### config.mk
export PLATFORM = sky130hd
export DESIGN_NAME = preprocess_top
export DESIGN_NICKNAME = d
export VERILOG_FILES = /design/src/common/fpdiv_pre_pkg.sv /design/src/hw/preprocess/operand_unpack.sv /design/src/hw/preprocess/special_case_detect.sv /design/src/hw/preprocess/mant_normalizer.sv /design/src/hw/preprocess/result_register.sv /design/src/hw/preprocess_top.sv
export SDC_FILE = /design/constraint.sdc
export NUM_CORES = 1
export LEC_CHECK = 0
export ABC_CLOCK_PERIOD_IN_PS = 4490
export CAP_MARGIN = 30
export CORE_MARGIN = 3
export CORE_UTILIZATION = 30
export CTS_CLUSTER_SIZE = 24
export DETAILED_ROUTE_END_ITERATION = 8
export DONT_BUFFER_PORTS = 1
export GPL_TIMING_DRIVEN = 0
export SLEW_MARGIN = 40
export SYNTH_ARGS = -nofsm -noshare
export SYNTH_HDL_FRONTEND = slang
export SYNTH_SLANG_ARGS = --single-unit
### constraint.sdc
create_clock -name Clk_CI -period 4.49 [get_ports Clk_CI]
set_input_delay 0 -clock Clk_CI [delete_from_list [all_inputs] [get_ports Clk_CI]]
set_output_delay 0 -clock Clk_CI [all_outputs]
set_load 0.01 [all_outputs]
### src/common/fpdiv_pre_pkg.sv
// Shared definitions for the divide/square-root operand preparation stage
// Format widths, field positions, enums and the structs passed between blocks

package fpdiv_pre_pkg;

   //////////////////////////////////////////////////
   // Datapath widths
   //////////////////////////////////////////////////

   // Raw operand, FP32 sized
   localparam int OP_W    = 32;
   // Half-width operand container for FP16 and FP16ALT
   localparam int HALF_W  = 16;
   // Internal exponent and stored mantissa, FP32 fields
   localparam int EXP_W   = 8;
   localparam int MANT_W  = 23;
   // Normalized exponent, one extra bit for the two's complement sign
   localparam int NEXP_W  = EXP_W + 1;
   // Mantissa with the hidden bit in front
   localparam int NMANT_W = MANT_W + 1;
   // Enough to count up to NMANT_W-1 leading zeros
   localparam int LZC_W   = 5;

   // FP16 fields
   localparam int EXP_W_FP16     = 5;
   localparam int MANT_W_FP16    = 10;
   // FP16ALT (bfloat16) fields
   localparam int EXP_W_FP16ALT  = 8;
   localparam int MANT_W_FP16ALT = 7;

   //////////////////////////////////////////////////
   // Encodings
   //////////////////////////////////////////////////

   // Operand format, code 1 is unused and handled as FP32
   typedef enum logic [1:0] {
      FMT_FP32    = 2'd0,
      FMT_FP16    = 2'd2,
      FMT_FP16ALT = 2'd3
   } fmt_e;

   // Rounding mode, passed through to the iterative core
   typedef enum logic [2:0] {
      RM_RNE = 3'd0,
      RM_RTZ = 3'd1,
      RM_RDN = 3'd2,
      RM_RUP = 3'd3,
      RM_RMM = 3'd4
   } rm_e;

   //////////////////////////////////////////////////
   // Structs
   //////////////////////////////////////////////////

   // One operand after unpacking, mantissa left-justified
   typedef struct packed {
      logic              sign;
      logic [EXP_W-1:0]  exp;
      logic [MANT_W-1:0] mant;
      logic              hidden;
      logic              exp_ones;
      logic              mant_zero;
      logic              mant_msb;
      logic              mant_rest_nz;
   } unpacked_op_t;

   // Classification of both operands
   typedef struct packed {
      logic zero_a;
      logic zero_b;
      logic inf_a;
      logic inf_b;
      logic nan_a;
      logic nan_b;
      logic snan;
   } class_flags_t;

   // Everything handed over to the iterative core
   typedef struct packed {
      logic               sign_z;
      rm_e                rm;
      class_flags_t       flags;
      logic [NEXP_W-1:0]  exp_a;
      logic [NEXP_W-1:0]  exp_b;
      logic [NMANT_W-1:0] mant_a;
      logic [NMANT_W-1:0] mant_b;
   } pre_result_t;

endpackage

### src/hw/preprocess/operand_unpack.sv
// Operand unpacker
// Splits one raw operand into sign, exponent and padded mantissa for the
// selected format and forms the raw field flags

`timescale 1ns/1ns

module operand_unpack
(
   input  logic [fpdiv_pre_pkg::OP_W-1:0] operand,
   input  fpdiv_pre_pkg::fmt_e            fmt,
   output fpdiv_pre_pkg::unpacked_op_t    op
);

   import fpdiv_pre_pkg::*;

   // Exponent all ones, tested at the width of the chosen format
   logic exp_ones;

   always_comb
   begin
      case (fmt)
         FMT_FP16:
         begin
            op.sign  = operand[HALF_W-1];
            // Zero-extend the 5 bit exponent
            op.exp   = EXP_W'(operand[HALF_W-2 -: EXP_W_FP16]);
            // Pad mantissa at the bottom
            op.mant  = {operand[MANT_W_FP16-1:0], {(MANT_W-MANT_W_FP16){1'b0}}};
            exp_ones = &operand[HALF_W-2 -: EXP_W_FP16];
         end
         FMT_FP16ALT:
         begin
            op.sign  = operand[HALF_W-1];
            op.exp   = EXP_W'(operand[HALF_W-2 -: EXP_W_FP16ALT]);
            op.mant  = {operand[MANT_W_FP16ALT-1:0], {(MANT_W-MANT_W_FP16ALT){1'b0}}};
            exp_ones = &operand[HALF_W-2 -: EXP_W_FP16ALT];
         end
         default:
         begin
            // FP32, also taken for the unused code
            op.sign  = operand[OP_W-1];
            op.exp   = operand[OP_W-2 -: EXP_W];
            op.mant  = operand[MANT_W-1:0];
            exp_ones = &operand[OP_W-2 -: EXP_W];
         end
      endcase

      //////////////////////////////////////////////////
      // Raw field flags
      //////////////////////////////////////////////////

      // Hidden bit set for any nonzero exponent
      op.hidden       = |op.exp;
      op.exp_ones     = exp_ones;
      // Padding is zero, so this is the format mantissa test
      op.mant_zero    = ~(|op.mant);
      // Quiet bit of a NaN sits at the top of the padded mantissa
      op.mant_msb     = op.mant[MANT_W-1];
      op.mant_rest_nz = |op.mant[MANT_W-2:0];
   end

endmodule

### src/hw/preprocess/special_case_detect.sv
// Special-case classifier
// Turns the raw field flags of both operands into zero/inf/NaN/sNaN flags
// and raises the strobe for operations that need the iterative datapath

`timescale 1ns/1ns

module special_case_detect
(
   input  fpdiv_pre_pkg::unpacked_op_t op_a,
   input  fpdiv_pre_pkg::unpacked_op_t op_b,
   input  logic                        div_start,
   input  logic                        accept,
   output fpdiv_pre_pkg::class_flags_t flags,
   output logic                        normal_op
);

   import fpdiv_pre_pkg::*;

   // Signalling NaN per operand
   logic snan_a;
   logic snan_b;
   // Any special case for each operation type
   logic div_special;
   logic sqrt_special;

   //////////////////////////////////////////////////
   // Classification
   //////////////////////////////////////////////////

   // Zero exponent and zero mantissa
   assign flags.zero_a = ~op_a.hidden & op_a.mant_zero;
   assign flags.zero_b = ~op_b.hidden & op_b.mant_zero;
   // All-ones exponent splits into inf and NaN on the mantissa
   assign flags.inf_a  = op_a.exp_ones & op_a.mant_zero;
   assign flags.inf_b  = op_b.exp_ones & op_b.mant_zero;
   assign flags.nan_a  = op_a.exp_ones & ~op_a.mant_zero;
   assign flags.nan_b  = op_b.exp_ones & ~op_b.mant_zero;

   // Quiet bit clear with payload left below it
   assign snan_a = op_a.exp_ones & ~op_a.mant_msb & op_a.mant_rest_nz;
   assign snan_b = op_b.exp_ones & ~op_b.mant_msb & op_b.mant_rest_nz;
   assign flags.snan = snan_a | snan_b;

   //////////////////////////////////////////////////
   // Normal path strobe
   //////////////////////////////////////////////////

   assign div_special  = flags.zero_a | flags.zero_b | flags.inf_a | flags.inf_b |
                         flags.nan_a | flags.nan_b;
   // Square root looks at operand a only, negative input is invalid
   assign sqrt_special = flags.zero_a | flags.inf_a | flags.nan_a | op_a.sign;

   // Divide wins when both starts are high
   assign normal_op = accept & ~(div_start ? div_special : sqrt_special);

endmodule

### src/hw/preprocess/mant_normalizer.sv
// Mantissa normalizer
// Counts leading zeros of one mantissa, moves the leading one to the hidden
// bit position and adjusts the exponent, captured on accept

`timescale 1ns/1ns

module mant_normalizer
(
   input  logic                                  Clk_CI,
   input  logic                                  Rst_RBI,
   input  logic                                  accept,
   input  fpdiv_pre_pkg::unpacked_op_t           op,
   output logic [fpdiv_pre_pkg::NEXP_W-1:0]      exp_norm,
   output logic [fpdiv_pre_pkg::NMANT_W-1:0]     mant_norm
);

   import fpdiv_pre_pkg::*;

   // Hidden bit in front of the padded mantissa
   logic [NMANT_W-1:0] mant_full;
   logic [LZC_W-1:0]   lzc;
   logic [NMANT_W-1:0] mant_shift;
   logic [NEXP_W-1:0]  exp_adj;

   assign mant_full = {op.hidden, op.mant};

   //////////////////////////////////////////////////
   // Leading-zero count
   //////////////////////////////////////////////////

   // Priority scan from the bottom, the highest one wins
   // All-zero mantissa keeps a count of zero
   always_comb
   begin
      lzc = '0;
      for (int i = 0; i < NMANT_W; i++)
      begin
         if (mant_full[i])
            lzc = LZC_W'(NMANT_W - 1 - i);
      end
   end

   //////////////////////////////////////////////////
   // Shift and exponent adjust
   //////////////////////////////////////////////////

   assign mant_shift = mant_full << lzc;

   // Subnormals carry an effective exponent of one, hence the +1
   // Result may go negative and wraps at 9 bits
   assign exp_adj = {1'b0, op.exp} - NEXP_W'(lzc) + NEXP_W'(lzc != '0);

   always_ff @(posedge Clk_CI, negedge Rst_RBI)
   begin
      if (~Rst_RBI)
      begin
         exp_norm  <= '0;
         mant_norm <= '0;
      end
      else if (accept)
      begin
         exp_norm  <= exp_adj;
         mant_norm <= mant_shift;
      end
   end

endmodule

### src/hw/preprocess/result_register.sv
// Result register
// Picks the result sign by operation and captures sign, rounding mode and
// class flags on accept, holding them until the next accept

`timescale 1ns/1ns

module result_register
(
   input  logic                        Clk_CI,
   input  logic                        Rst_RBI,
   input  logic                        accept,
   input  logic                        div_start,
   input  logic                        sign_a,
   input  logic                        sign_b,
   input  fpdiv_pre_pkg::rm_e          rm,
   input  fpdiv_pre_pkg::class_flags_t flags,
   output logic                        sign_z,
   output fpdiv_pre_pkg::rm_e          rm_q,
   output fpdiv_pre_pkg::class_flags_t flags_q
);

   import fpdiv_pre_pkg::*;

   logic sign_sel;

   //////////////////////////////////////////////////
   // Result sign
   //////////////////////////////////////////////////

   // Divide takes the XOR, square root keeps the sign of a
   always_comb
   begin
      if (div_start)
         sign_sel = sign_a ^ sign_b;
      else
         sign_sel = sign_a;
   end

   //////////////////////////////////////////////////
   // Capture on accept
   //////////////////////////////////////////////////

   always_ff @(posedge Clk_CI, negedge Rst_RBI)
   begin
      if (~Rst_RBI)
      begin
         sign_z  <= 1'b0;
         rm_q    <= RM_RNE;
         flags_q <= '0;
      end
      else if (accept)
      begin
         sign_z  <= sign_sel;
         rm_q    <= rm;
         flags_q <= flags;
      end
   end

endmodule

### src/hw/preprocess_top.sv
// Operand preparation stage for the iterative divide/square-root unit
// Unpacks and classifies both operands, normalizes subnormal mantissas and
// registers everything the core needs on accept

`timescale 1ns/1ns

module preprocess_top
(
   input  logic                           Clk_CI,
   input  logic                           Rst_RBI,
   input  logic                           div_start,
   input  logic                           sqrt_start,
   input  logic                           ready,
   input  logic [fpdiv_pre_pkg::OP_W-1:0] operand_a,
   input  logic [fpdiv_pre_pkg::OP_W-1:0] operand_b,
   input  fpdiv_pre_pkg::fmt_e            fmt,
   input  fpdiv_pre_pkg::rm_e             rm,
   output logic                           normal_op,
   output fpdiv_pre_pkg::pre_result_t     result
);

   import fpdiv_pre_pkg::*;

   // Operation taken this cycle
   logic               accept;
   unpacked_op_t       op_a;
   unpacked_op_t       op_b;
   class_flags_t       flags;
   class_flags_t       flags_q;
   logic               sign_z;
   rm_e                rm_q;
   logic [NEXP_W-1:0]  exp_a_norm;
   logic [NEXP_W-1:0]  exp_b_norm;
   logic [NMANT_W-1:0] mant_a_norm;
   logic [NMANT_W-1:0] mant_b_norm;

   assign accept = (div_start | sqrt_start) & ready;

   //////////////////////////////////////////////////
   // Input side, operand unpackers
   //////////////////////////////////////////////////

   operand_unpack u_unpack_a (.operand(operand_a), .fmt(fmt), .op(op_a));
   operand_unpack u_unpack_b (.operand(operand_b), .fmt(fmt), .op(op_b));

   //////////////////////////////////////////////////
   // Classifier and normalizers
   //////////////////////////////////////////////////

   special_case_detect u_special_case_detect (
      .op_a      (op_a),
      .op_b      (op_b),
      .div_start (div_start),
      .accept    (accept),
      .flags     (flags),
      .normal_op (normal_op)
   );

   mant_normalizer u_norm_a (
      .Clk_CI    (Clk_CI),
      .Rst_RBI   (Rst_RBI),
      .accept    (accept),
      .op        (op_a),
      .exp_norm  (exp_a_norm),
      .mant_norm (mant_a_norm)
   );

   mant_normalizer u_norm_b (
      .Clk_CI    (Clk_CI),
      .Rst_RBI   (Rst_RBI),
      .accept    (accept),
      .op        (op_b),
      .exp_norm  (exp_b_norm),
      .mant_norm (mant_b_norm)
   );

   //////////////////////////////////////////////////
   // Output side, result register
   //////////////////////////////////////////////////

   result_register u_result_register (
      .Clk_CI    (Clk_CI),
      .Rst_RBI   (Rst_RBI),
      .accept    (accept),
      .div_start (div_start),
      .sign_a    (op_a.sign),
      .sign_b    (op_b.sign),
      .rm        (rm),
      .flags     (flags),
      .sign_z    (sign_z),
      .rm_q      (rm_q),
      .flags_q   (flags_q)
   );

   // All fields come from registers, valid one cycle after accept
   assign result = '{
      sign_z : sign_z,
      rm     : rm_q,
      flags  : flags_q,
      exp_a  : exp_a_norm,
      exp_b  : exp_b_norm,
      mant_a : mant_a_norm,
      mant_b : mant_b_norm
   };

endmodule

==> impl_metrics.tcl <==
set metrics [dict create \
    holdPathEnd "u_norm_a.exp_norm[8]" \
    syn-cell-area_sq_um 7706 \
    status "completed" \
    first_pass_iters 5 \
    core-area_sq_um 25180 \
    gp_congestion 0.9858 \
    grt_pass1_wl_microns 49580 \
    ys_seq_elements 77 \
    r2r-start "u_norm_b.mant_norm[20]" \
    finalMaxSlewViolations 0 \
    rows 58 \
    io_buffers 0 \
    clock-sinks 77 \
    synth.avg_cell_area_sq_um 7.920 \
    async_reset_ff_share_pct 100.0 \
    clk_latency_ns 0.36 \
    layout-drive-gt1-share_pct 13.59 \
    cp_max_fo 10 \
    fin_area_sq_um 8783 \
    required_ns 4.70 \
    fin_worst_skew_ns 0 \
    critical_path.max_stage_delay_ns 0.47 \
    critPathKind "input port to flop" \
    routed_wirelength_microns 32710 \
    die_w_microns 166.3 \
    cp.arrival_ns 4.49 \
    antenna_found_initial 0 \
    clkTransAtPathRegs_ns 0.07 \
    drt_iter0_drc 938 \
    worst_slew_pin_slew_ns 0.7504 \
    yosysUniqueCellTypes 92 \
    finalHoldViolCount 0 \
    synth_ff_type "dfrtp_1" \
    endpoint_kind "flop" \
    cts_buffer_depth 2 \
    min_path_cells 3 \
    pre_cts_slack_ns -1.564 \
    root_buffer "clkbuf_16" \
    synthesis.nets 1077 \
    wl_per_cell_microns 24.45 \
    h-tree-depth 3 \
    dieHeight_microns 166.3 \
    synth_area_leaders "dfrtp_1 (25%), mux2i_1 (5.6%), nand2_1 (5.3%), ha_1 (4.5%), nor2_1 (4.2%)" \
    placed_cell_area_sq_um 8178 \
    drv_cap 0 \
    area_growth_syn_to_layout_pct 13.98 \
    yosysWarningCount 0 \
    grt_max_degree 78 \
    worst_path_max_delay_cell "fa_1" \
    vias 8112 \
    hp-start "operand_a[30]" \
    fmax_mhz 233.6 \
    synth.yosys.seq_area_share_pct 25.00 \
    fin_nets 1107 \
    crit_buf_inv 8 \
    r2r_cells 4 \
    synth_top_area_share_pct 25.00 \
    crit_path_start_kind "input port" \
    post-dp-hpwl_microns 25670 \
    floorplan.initialDensity_pct 30.60 \
    final_common_cell "nand2_1" \
    slew_headroom_pct 49.98 \
    num_antenna_cells 0 \
    syn_inst 973 \
    crit_family "compound AO/OA/AOI/OAI gates" \
    setup_slack_ns 0.2095 \
    drc 0 \
    fin_crit_ns 4.281 \
    vias_per_cell 6.063 \
    synth_edf_count 0 \
    final_cell_mix "nand2_1 (109), nor2_1 (83), dfrtp_1 (77), o21ai_0 (64), a21oi_1 (51)" \
    vdd_drop_max_mv 0.1575 \
    io_pins 152 \
    rrSetupSlack_ns 3.47 \
    grt-ovfl-total 0 \
    p_leak_nw 3.659 \
    power_density_nw_per_um2 271.7 \
    timing.final.crit_share_pct 95.33 \
    cts_tree "done" \
    numCtsBuffers 9 \
    r2r-end "u_norm_b.mant_norm[20]" \
    hold_path.class "input port to flop" \
    grt.total_usage_pct 22.79 \
    setup_violations 0 \
    ant_nets 0 \
    die_area_sq_um 27650 \
    grt_pass1_vias 7817 \
    yosysTopAreaCell "dfrtp_1" \
]
-- sequential cells by signal (all words and copies together), names as in the netlist --
signal                     cells
u_norm_b.exp_norm              9
u_result_register.sign_z       1
u_norm_b.mant_norm            24
u_norm_a.mant_norm            24
u_result_register.rm_q         3
u_norm_a.exp_norm              9
u_result_register.flags_q      7
-- how the worst max path moves through the flow --
stage	from	end	slack [ns]	cells after the start
after floorplan	fmt[1]	u_norm_b.exp_norm[8]	-0.02	30
after global placement	fmt[1]	u_norm_a.exp_norm[8]	-1.52	25
after detailed placement	fmt[1]	u_norm_a.exp_norm[8]	-1.56	25
after CTS	fmt[1]	u_norm_b.exp_norm[8]	0.04	26
after global routing	fmt[1]	u_norm_a.exp_norm[8]	-0.02	26
final	fmt[1]	u_norm_b.exp_norm[8]	0.21	26
-- cells by family after synthesis --
logic type | synth area share, %
and+or+nand+nor | 22.31
AOI/OAI and AO/OA | 29.97
buffers and inverters | 6.560
DFF | 25.00
muxes | 9.384
adders and majority gates | 5.066
xor gates and xnor gates | 1.705
-- routing by layer --
metal	global-route usage, %	wire length (microns)	vias up	part of all wire, %
met3	5.165	2596	72	7.9
met4	9.864	1423	0	4.4
li1	-	-	3695	-
met2	36.74	15050	408	46
met5	0	0	-	0
met1	29.41	13640	3937	42
-- tightest hold or removal path, stage by stage --
cell	delay, ns
a21oi_2	0.06
xor2_1	0.18
o21ai_0	0.09
-- layout make-up --
class / instances / area, sq um
Fill cell: 2696 / 16400
Clock inverter: 7 / 87.58
Buffer: 65 / 407.9
Tap cell: 330 / 412.9
Clock buffer: 9 / 225.2
Multi-Input combinational cell: 790 / 5359
Inverter: 38 / 148.9
Sequential cell: 77 / 1927
Timing Repair Buffer: 22 / 215.2
-- Yosys cell counts (5+ instances only) --
cell	count
clkbuf_1	31
nor2_1	86
a22o_1	6
buf_1	5
nor2b_1	11
o21ai_1	15
mux2i_1	43
o31ai_1	7
o21bai_1	9
nand2_1	109
mux2_1	6
a21o_1	21
ha_1	28
buf_4	6
a22oi_1	7
mux2_2	6
o211ai_1	21
buf_6	8
inv_1	31
xnor2_1	11
nand2b_1	9
o21a_1	5
a211oi_1	25
nor4_1	5
o22ai_1	8
a31oi_1	12
nand3_1	38
a21oi_2	6
nand4_1	10
a21oi_1	53
a221oi_1	5
dfrtp_1	77
nor3_1	30
o21ai_0	64
inv_2	6
and3_1	19
a32o_1	7
buf_2	18
-- where the power goes --
| group | internal (mW) | total (mW) | switching [mW] |
|---|---|---|---|
| Combinational | 0.257 | 0.668 | 0.410 |
| Clock | 0.445 | 0.799 | 0.354 |
| Sequential | 0.790 | 0.919 | 0.129 |
-- metrics by stage --
step / total power [mW] / TNS, ns / hold slack, ns / util [%] / instances
floorplan: 1.370 / -0.01668 / -0.2956 / - / 973
global placement: 1.557 / -13.51 / -0.2929 / 32.44 / 1303
detailed placement: 1.566 / -13.09 / -0.2929 / 32.48 / 1303
CTS: 2.394 / 0 / 0.01076 / 34.22 / 1325
global route: 2.512 / -0.02846 / 0.03718 / 34.88 / 1338
finish: 2.386 / 0 / 0.01723 / 34.88 / 1338
-- timing repair --
action,4_1_cts,5_1_grt
hold buffers,6,0
setup buffers,2,13
resized for setup,16,13
cloned,0,1
endpoints found under the hold margin,81,0
pin swaps,2,5
endpoints found under the setup margin,13,3
Note: power is estimated with default switching activity, not from simulation.
